File: src/source/hi_rx_pkg.sv
/*
 * Shared constants for the 13.56 MHz receive path.
 * The accumulator widths assume 8-bit unsigned ADC samples and 64-sample windows.
 */

`default_nettype none

package hi_rx_pkg;

    // ----------------------------------------
    // Sample path
    // ----------------------------------------
    localparam int adc_w          = 8;
    localparam int accum_w        = 16;
    localparam int window_len     = 64;
    localparam int window_cnt_w   = 6;

    // The quadrature reference leads the in-phase one by a quarter cycle.
    localparam int q_phase_offset = 4;

    // This window counter bit is the reference sign. One means subtract.
    localparam int ref_half_bit   = 3;

    // The slice of the accumulators that is reported in reader mode.
    localparam int out_msb        = 13;
    localparam int out_lsb        = 6;

    // ----------------------------------------
    // Serial port and configuration
    // ----------------------------------------
    localparam int report_w        = 16;
    localparam int samples_per_bit = 4;
    localparam int spb_w           = $clog2(samples_per_bit);
    localparam int word_cnt_w      = $clog2(report_w * samples_per_bit);

    localparam int cfg_w          = 2;
    localparam int cfg_bit_848    = 0;
    localparam int cfg_bit_snoop  = 1;

    // Snoop-mode envelope detector.
    localparam int hyst_timeout   = 4095;
    localparam int hyst_cnt_w     = 12;

endpackage

`default_nettype wire

File: src/source/rx_mode_regs.sv
/*
 * Mode register written through a four-phase req/ack handshake.
 * cfg_req must come from the ck_1356meg domain, and cfg_data must hold while it is high.
 */

`timescale 1ns/100ps
`default_nettype none

module rx_mode_regs
    import hi_rx_pkg::*;
(
    input  wire logic             ck_1356meg,
    input  wire logic             rst_n,
    input  wire logic             cfg_req,
    input  wire logic [cfg_w-1:0] cfg_data,
    output logic                  cfg_ack,
    output logic                  mode_848,
    output logic                  snoop,
    output logic                  carrier_on,
    output logic                  sample_en,
    output logic                  sample_restart
);

    // Phase of the divide-by-two used in 424 kHz mode.
    logic div_phase;

    // ----------------------------------------
    // Handshake and mode latch
    // ----------------------------------------
    // A write is taken on the first edge that sees cfg_req high while
    // cfg_ack is still low. The acknowledge then stays up until the host
    // drops its request, which closes the four-phase cycle.
    always_ff @(posedge ck_1356meg)
    begin
        if (!rst_n)
        begin
            cfg_ack        <= 1'b0;
            mode_848       <= 1'b0;
            snoop          <= 1'b0;
            sample_restart <= 1'b0;
        end
        else
        begin
            // The restart strobe lasts for one cycle only.
            sample_restart <= 1'b0;
            if (cfg_req && !cfg_ack)
            begin
                cfg_ack        <= 1'b1;
                mode_848       <= cfg_data[cfg_bit_848];
                snoop          <= cfg_data[cfg_bit_snoop];
                sample_restart <= 1'b1;
            end
            else if (!cfg_req && cfg_ack)
            begin
                cfg_ack <= 1'b0;
            end
        end
    end

    // The carrier is switched off while snooping so that only the
    // external reader's field reaches the antenna.
    always_ff @(posedge ck_1356meg)
    begin
        if (!rst_n)
        begin
            carrier_on <= 1'b1;
        end
        else
        begin
            carrier_on <= ~snoop;
        end
    end

    // ----------------------------------------
    // Sample strobe
    // ----------------------------------------
    // The phase starts at one so that the first edge after reset, and
    // the first edge after a write, both take a sample.
    always_ff @(posedge ck_1356meg)
    begin
        if (!rst_n)
        begin
            div_phase <= 1'b1;
        end
        else if (cfg_req && !cfg_ack)
        begin
            div_phase <= 1'b1;
        end
        else
        begin
            div_phase <= ~div_phase;
        end
    end

    // In 848 kHz mode every clock is a sample. Otherwise every second one.
    assign sample_en = mode_848 | div_phase;

endmodule

`default_nettype wire

File: src/source/am_hysteresis.sv
/*
 * Envelope detector used to recover reader commands in snoop mode.
 * Only full-scale samples move the level, and a long low time forces it high.
 */

`timescale 1ns/100ps
`default_nettype none

module am_hysteresis
    import hi_rx_pkg::*;
(
    input  wire logic             ck_1356meg,
    input  wire logic             rst_n,
    input  wire logic             sample_en,
    input  wire logic [adc_w-1:0] adc_d,
    output logic                  env_now
);

    // Number of samples the level has spent low.
    logic [hyst_cnt_w-1:0] low_cnt;

    // ----------------------------------------
    // Level and low-time counter
    // ----------------------------------------
    // An all-ones sample sets the level and an all-zeros sample clears it.
    // Anything between the two rails keeps the previous level, which is
    // the hysteresis. A level that stays low for a whole counter period
    // is taken as a lost field and forced back high, so the detector
    // cannot stick low when the reader goes quiet.
    always_ff @(posedge ck_1356meg)
    begin
        if (!rst_n)
        begin
            env_now <= 1'b0;
            low_cnt <= '0;
        end
        else if (sample_en)
        begin
            if (&adc_d)
            begin
                env_now <= 1'b1;
            end
            else if (~|adc_d)
            begin
                env_now <= 1'b0;
            end

            if (env_now)
            begin
                low_cnt <= '0;
            end
            else if (low_cnt == hyst_cnt_w'(hyst_timeout))
            begin
                // The timeout wins over a low sample on the same edge.
                low_cnt <= '0;
                env_now <= 1'b1;
            end
            else
            begin
                low_cnt <= low_cnt + 1'b1;
            end
        end
    end

endmodule

`default_nettype wire

File: src/source/iq_correlator.sv
/*
 * I/Q correlator over 64-sample windows against a square-wave subcarrier.
 * Samples are unsigned. report is updated and report_load pulses one edge after sample 63.
 * sample_restart must coincide with a sample strobe and starts a new window at once.
 */

`timescale 1ns/100ps
`default_nettype none

module iq_correlator
    import hi_rx_pkg::*;
(
    input  wire logic                ck_1356meg,
    input  wire logic                rst_n,
    input  wire logic                sample_en,
    input  wire logic                sample_restart,
    input  wire logic                snoop,
    input  wire logic [adc_w-1:0]    adc_d,
    input  wire logic                env_now,
    output logic      [report_w-1:0] report,
    output logic                     report_load
);

    localparam logic [window_cnt_w-1:0] last_idx = window_cnt_w'(window_len - 1);
    localparam logic [window_cnt_w-1:0] mid_idx  = window_cnt_w'(window_len / 2 - 1);

    // Window position of the sample on this edge, and its Q reference index.
    logic [window_cnt_w-1:0] win_cnt;
    logic [window_cnt_w-1:0] n_now;
    logic [window_cnt_w-1:0] q_idx;

    logic signed [accum_w-1:0] acc_i;
    logic signed [accum_w-1:0] acc_q;
    logic signed [accum_w-1:0] base_i;
    logic signed [accum_w-1:0] base_q;
    logic signed [accum_w-1:0] adc_ext;

    // Detector bits captured at mid-window and at the last sample.
    logic env_mid;
    logic env_last;
    logic window_done;

    logic [7:0] i_byte;
    logic [7:0] q_byte;

    // ----------------------------------------
    // Reference generation
    // ----------------------------------------
    // A restart makes the current sample the first one of a window.
    assign n_now = sample_restart ? '0 : win_cnt;
    // The Q index wraps modulo the window length by its width.
    assign q_idx = n_now + window_cnt_w'(q_phase_offset);

    // Zero extension keeps the sample positive in the signed sum.
    assign adc_ext = $signed({{(accum_w - adc_w){1'b0}}, adc_d});

    // Sample 0 starts from zero instead of the previous total.
    assign base_i = (n_now == '0) ? '0 : acc_i;
    assign base_q = (n_now == '0) ? '0 : acc_q;

    // ----------------------------------------
    // Accumulators and window counter
    // ----------------------------------------
    always_ff @(posedge ck_1356meg)
    begin
        if (sample_en)
        begin
            acc_i <= n_now[ref_half_bit] ? base_i - adc_ext : base_i + adc_ext;
            acc_q <= q_idx[ref_half_bit] ? base_q - adc_ext : base_q + adc_ext;
            if (n_now == mid_idx)
            begin
                env_mid <= env_now;
            end
            if (n_now == last_idx)
            begin
                env_last <= env_now;
            end
        end
    end

    always_ff @(posedge ck_1356meg)
    begin
        if (!rst_n)
        begin
            win_cnt     <= '0;
            window_done <= 1'b0;
        end
        else
        begin
            window_done <= sample_en && (n_now == last_idx);
            if (sample_en)
            begin
                win_cnt <= n_now + 1'b1;
            end
        end
    end

    // ----------------------------------------
    // Output formatting
    // ----------------------------------------
    // In snoop mode the low bit of each byte carries a detector sample, at
    // the cost of one bit of correlation range.
    always_comb
    begin
        if (snoop)
        begin
            i_byte = {acc_i[out_msb-1:out_lsb], env_mid};
            q_byte = {acc_q[out_msb-1:out_lsb], env_last};
        end
        else
        begin
            i_byte = acc_i[out_msb:out_lsb];
            q_byte = acc_q[out_msb:out_lsb];
        end
    end

    always_ff @(posedge ck_1356meg)
    begin
        if (window_done)
        begin
            report <= {i_byte, q_byte};
        end
    end

    always_ff @(posedge ck_1356meg)
    begin
        if (!rst_n)
        begin
            report_load <= 1'b0;
        end
        else
        begin
            report_load <= window_done;
        end
    end

endmodule

`default_nettype wire

File: src/source/ssp_serializer.sv
/*
 * Serial port transmitter, MSB first, four samples per bit.
 * There is no flow control. A new report_load cuts off any word still in flight.
 */

`timescale 1ns/100ps
`default_nettype none

module ssp_serializer
    import hi_rx_pkg::*;
(
    input  wire logic                ck_1356meg,
    input  wire logic                rst_n,
    input  wire logic                sample_en,
    input  wire logic                report_load,
    input  wire logic [report_w-1:0] report,
    output logic                     ssp_clk,
    output logic                     ssp_frame,
    output logic                     ssp_din
);

    localparam logic [word_cnt_w-1:0] last_pos = word_cnt_w'(report_w * samples_per_bit - 1);

    // Upper bits of pos give the bit number, lower bits the sample in it.
    logic [word_cnt_w-1:0] pos;
    logic [word_cnt_w-1:0] pos_inc;
    logic [report_w-1:0]   shift_reg;
    logic                  active;

    assign pos_inc = pos + 1'b1;

    // ----------------------------------------
    // Shift and clock generation
    // ----------------------------------------
    // The load edge shows bit 15 with the clock low and the frame high.
    // Each later sample advances the position. The clock is high in the
    // second half of a bit so the host can sample in the middle.
    always_ff @(posedge ck_1356meg)
    begin
        if (!rst_n)
        begin
            active    <= 1'b0;
            pos       <= '0;
            ssp_clk   <= 1'b0;
            ssp_frame <= 1'b0;
            ssp_din   <= 1'b0;
        end
        else if (report_load)
        begin
            active    <= 1'b1;
            pos       <= '0;
            ssp_clk   <= 1'b0;
            ssp_frame <= 1'b1;
            ssp_din   <= report[report_w-1];
        end
        else if (sample_en && active)
        begin
            pos <= pos_inc;
            if (pos == last_pos)
            begin
                // The word is over and no new one arrived. Go idle.
                active    <= 1'b0;
                ssp_clk   <= 1'b0;
                ssp_frame <= 1'b0;
                ssp_din   <= 1'b0;
            end
            else
            begin
                ssp_clk   <= pos_inc[spb_w-1];
                ssp_frame <= (pos_inc[word_cnt_w-1:spb_w] == '0);
                if (pos_inc[spb_w-1:0] == '0)
                begin
                    ssp_din <= shift_reg[report_w-2];
                end
            end
        end
    end

    // The data register has no reset. ssp_din covers the idle level.
    always_ff @(posedge ck_1356meg)
    begin
        if (report_load)
        begin
            shift_reg <= report;
        end
        else if (sample_en && active && pos_inc[spb_w-1:0] == '0)
        begin
            shift_reg <= {shift_reg[report_w-2:0], 1'b0};
        end
    end

endmodule

`default_nettype wire

File: src/source/hi_read_rx_xcorr.sv
/*
 * Receive path top level. Everything runs on ck_1356meg.
 * ADC clock generation and carrier drive are outside. Only carrier_on is exported.
 * ssp_frame rises two cycles after the edge that takes the last sample of a window.
 */

`timescale 1ns/100ps
`default_nettype none

module hi_read_rx_xcorr
    import hi_rx_pkg::*;
(
    input  wire logic             ck_1356meg,
    input  wire logic             rst_n,
    input  wire logic [adc_w-1:0] adc_d,
    input  wire logic             cfg_req,
    input  wire logic [cfg_w-1:0] cfg_data,
    output logic                  cfg_ack,
    output logic                  carrier_on,
    output logic                  ssp_clk,
    output logic                  ssp_frame,
    output logic                  ssp_din
);

    // ----------------------------------------
    // Internal nets
    // ----------------------------------------
    logic                snoop;
    logic                sample_en;
    logic                sample_restart;
    logic                env_now;
    logic [report_w-1:0] report;
    logic                report_load;

    // Mode register and sample strobe.
    // The 848 kHz flag only shapes the sample strobe inside the mode block.
    rx_mode_regs u_rx_mode_regs (
        .ck_1356meg     (ck_1356meg),
        .rst_n          (rst_n),
        .cfg_req        (cfg_req),
        .cfg_data       (cfg_data),
        .cfg_ack        (cfg_ack),
        .mode_848       (),
        .snoop          (snoop),
        .carrier_on     (carrier_on),
        .sample_en      (sample_en),
        .sample_restart (sample_restart)
    );

    // The detector runs all the time. Its output matters only in snoop mode.
    am_hysteresis u_am_hysteresis (
        .ck_1356meg (ck_1356meg),
        .rst_n      (rst_n),
        .sample_en  (sample_en),
        .adc_d      (adc_d),
        .env_now    (env_now)
    );

    iq_correlator u_iq_correlator (
        .ck_1356meg     (ck_1356meg),
        .rst_n          (rst_n),
        .sample_en      (sample_en),
        .sample_restart (sample_restart),
        .snoop          (snoop),
        .adc_d          (adc_d),
        .env_now        (env_now),
        .report         (report),
        .report_load    (report_load)
    );

    // One word per window leaves on the serial port.
    ssp_serializer u_ssp_serializer (
        .ck_1356meg  (ck_1356meg),
        .rst_n       (rst_n),
        .sample_en   (sample_en),
        .report_load (report_load),
        .report      (report),
        .ssp_clk     (ssp_clk),
        .ssp_frame   (ssp_frame),
        .ssp_din     (ssp_din)
    );

endmodule

`default_nettype wire

File: config.mk
export PLATFORM = sky130hd
export DESIGN_NAME = hi_read_rx_xcorr
export DESIGN_NICKNAME = d
export VERILOG_FILES = /design/src/source/hi_rx_pkg.sv /design/src/source/rx_mode_regs.sv /design/src/source/am_hysteresis.sv /design/src/source/iq_correlator.sv /design/src/source/ssp_serializer.sv /design/src/source/hi_read_rx_xcorr.sv
export SDC_FILE = /design/constraint.sdc
export NUM_CORES = 1
export LEC_CHECK = 0
export CAP_MARGIN = 20
export CORE_MARGIN = 5
export CORE_UTILIZATION = 55
export CTS_CLUSTER_DIAMETER = 200
export CTS_CLUSTER_SIZE = 40
export DETAILED_ROUTE_END_ITERATION = 8
export DONT_BUFFER_PORTS = 1
export PLACE_DENSITY = 0.73
export SYNTH_ARGS = -nofsm -noshare
export SYNTH_HDL_FRONTEND = slang
export SYNTH_SLANG_ARGS = --single-unit
File: constraint.sdc
create_clock -name ck_1356meg -period 3.65 [get_ports ck_1356meg]
set_input_delay 0.365 -clock ck_1356meg [delete_from_list [all_inputs] [get_ports ck_1356meg]]
set_output_delay 0.365 -clock ck_1356meg [all_outputs]
set_load 0.005 [all_outputs]
==> flow_summary.ini <==
[run_status]
outcome = finished, final reports clean

[synthesis]
synth-edff-count = 61
yosys_register_bits = 98
top_flip_flop_cell_by_instance_count_after_synthesis = sky130_fd_sc_hd__edfxtp_1
synth.top_cells.by_area = sky130_fd_sc_hd__edfxtp_1 33%, sky130_fd_sc_hd__dfxtp_1 13%, sky130_fd_sc_hd__ha_1 7.9%
yosysTopAreaCellShare_pct = 32.87
synth-seq-area-share_pct = 46.16
yosys_warning_total = 0
async_reset_ff_share_pct = 0
synth.largest_area_cell = sky130_fd_sc_hd__edfxtp_1
synthesized_net_count = 575
mappedNetlistArea_um2 = 5573
synth_cell_type_count = 52
avgSynthCellArea_um2 = 10.61
syn-instance-count = 525

[placement]
dp_worst_setup_slack_ns = 0.3837
placed_wire_length_estimate_um = 6897
gpl.final_weighted_congestion = 0.8530
buffer_ports.inserted = 0

[pwr]
powerDensity_nw_per_um2 = 485.7
total_leakage_power_nw = 2.290
vdd_ir_drop_max_v = 0.0002985

[route]
post_drt_wl_per_cell_um = 14.68
initialDrtViolationCount = 148
via_count = 3662
vias_per_cell = 5.532
ant_nets = 0
detailedRoute.firstPassIterationCount = 4
totalWireLength_um = 9718
drt_drc_violations_left = 0

[timing]
relSlewSlack_pct = 45.51
final.min_clock_period_ns = 3.276
fmaxAchievable_mhz = 305.3
timing.final.ws_setup_ns = 0.3740
total_negative_slack_for_setup_checks_ns = 0
worst_pin_slew_ns = 0.8162
timing.final.setup_violations = 0
fin_skew_ns = 0.01571
final.period_utilization_pct = 89.75
report.final.hold_viol_count = 0
finalMaxSlewViolations = 0
rsz_0062_raised_after_global_routing = no

[cts]
insertion_delay_ns = 0.37
root_buffer = sky130_fd_sc_hd__clkbuf_8
cts_sinks = 98
cts_htree_levels = 3
worst_setup_hold_path_clk_slew_ns = 0.11
postCtsHoldBufs = 0
cts_tree = done
clk_path_buf_depth = 2
post_cts.repair.setup_buffers = 0
post_cts_resize_count = 0
number_of_clock_buffers_inserted_by_tritoncts = 9

[job]
timing.max_cap.violations = 0

[setup_path]
critical_path_required_ns = 3.77
worstSetupPathType = flip-flop to flip-flop
path_common_cell = sky130_fd_sc_hd__ha_1
cell_chain_of_the_critical_path = nand2b_1 > ha_1 > o211ai_1 > buf_4 > nand2_1 > ha_1 > inv_1 > fa_1 > a211oi_1 > nor2_1 > a31oi_2 > o21bai_1 > a21oi_1 > xnor2_1
start_kind = flip-flop
cp_data_arrival_time_ns = 3.39
worst_path_slowest_cell = sky130_fd_sc_hd__dfxtp_1
endpoint_kind = flip-flop
worst_path_max_stage_delay_ns = 0.55
critical_path_peak_fanout = 28

[finish]
antennaDiodeCount = 0
design.final.nets = 574
area_growth_syn_to_layout_pct = 5.860
flip_flop_count_of_the_largest_register_after_layout = 16
post_route_cells_drive_above_1_share_pct = 12.85

[die]
design.core.area_um2 = 9819
die_height_um = 110.7
boundaryPins = 18
floorplan.rows = 36
starting_utilization_of_the_core_area_pct = 56.75
floorplan.die.width_um = 110.7
die_area_um2 = 12250

[grt]
grt_overflow_total = 0
first_global_vias = 3578
grt_start_max_net_pins = 41
initial_antenna_violation_count = 0
grt_pass1_wl_um = 16720
grt.total_usage_pct = 16.28

[worst_hold_path]
worstHoldPathType = input pin to flip-flop
[worst paths after layout]
path	from	cells past startpoint	slack [ns]	end
max	u_rx_mode_regs.sample_restart	14	0.37	u_iq_correlator.acc_q[10]
min reg2reg	u_rx_mode_regs.div_phase	1	0.44	u_rx_mode_regs.div_phase
min	rst_n	1	0.09	u_rx_mode_regs.div_phase
max reg2reg	u_rx_mode_regs.sample_restart	14	0.37	u_iq_correlator.acc_q[10]
[cell families after synthesis]
kind of cell,share of synthesized area (%)
fa+ha+maj,8.577
mux,6.780
flops,46.16
compound gates,11.20
simple gates,16.48
buf+inv,2.312
xor+xnor,8.487
[per-layer routing]
layer / wire length [um] / up-vias / share of wire [%] / track usage, %
li1: - / 1851 / - / -
met1: 4465 / 1732 / 46 / 21.40
met2: 4736 / 65 / 49 / 26.58
met3: 383 / 14 / 3.9 / 4.148
met4: 132 / 0 / 1.4 / 4.762
met5: 0 / - / 0 / 0
[cell usage in the layout (no fill, tap or decap), drive strengths merged, types with 2 or more instances in the layout]
cell,n
nand2,45
nor2b,9
nand3,10
a21o,7
a21boi,6
nand3b,3
edfxtp,61
nor3,8
and2,30
mux2i,4
a41oi,2
o31ai,3
nor2,44
xnor2,36
fa,2
a21oi,34
o21bai,2
clkbuf,10
a31oi,6
inv,22
dfxtp,37
xor2,18
o21a,7
ha,35
nand2b,11
o21ai,17
a211oi,2
and3,5
nand4,8
buf,4
mux2,30
nor4,2
[cells in the mapped netlist (all sizes together), types with 3 or more instances]
library cell / number
nand4: 8
clkbuf: 12
xnor2: 36
xor2: 18
a31oi: 6
a21oi: 34
and2: 30
nand2b: 11
a21o: 7
inv: 17
nand2: 45
ha: 35
nor3: 8
nand3: 10
buf: 4
dfxtp: 37
nand3b: 3
o21a: 7
a21boi: 6
nor2: 44
o21ai: 17
and3: 5
o31ai: 3
mux2: 30
nor2b: 9
edfxtp: 61
mux2i: 4
[through the flow]
stage,instance area [um^2],util (%),hold slack (ns),std cells,total power [mW]
finish,5899,60.08,0.09115,662,2.865
floorplan,5573,-,0.3929,525,2.041
detailed placement,5704,58.09,0.4109,646,2.186
global route,5899,60.08,0.06645,662,3.032
global placement,5704,58.09,0.4056,646,2.159
CTS,5899,60.08,0.06674,662,2.889
[final cells by class]
class,count,area (um^2)
Clock buffer,10,137.6
Clock inverter,6,57.56
Fill cell,860,3920
Inverter,17,63.81
Multi-Input combinational cell,394,2872
Sequential cell,98,2572
Tap cell,133,166.4
Timing Repair Buffer,4,30.03
[power breakdown]
| part | leakage, nW | internal (mW) | switching (mW) |
|---|---|---|---|
| combinational | 1.31 | 0.339 | 0.382 |
| clock | 0.103 | 0.283 | 0.414 |
| sequential | 0.876 | 1.37 | 0.0763 |
| total | 2.29 | 1.99 | 0.872 |
[worst max-delay path, delay by kind of cell, from the launching register on]
kind                     cells  cell delay [ns]
adder cells (fa/ha/maj)      3             0.74
AND/OR/NAND/NOR              3             0.44
flip-flops                   1             0.55
AO/OA/AOI/OAI                5             0.89
buffers and inverters        2             0.30
XOR/XNOR                     1             0.10
No activity file was read; power rests on OpenSTA's default activity.
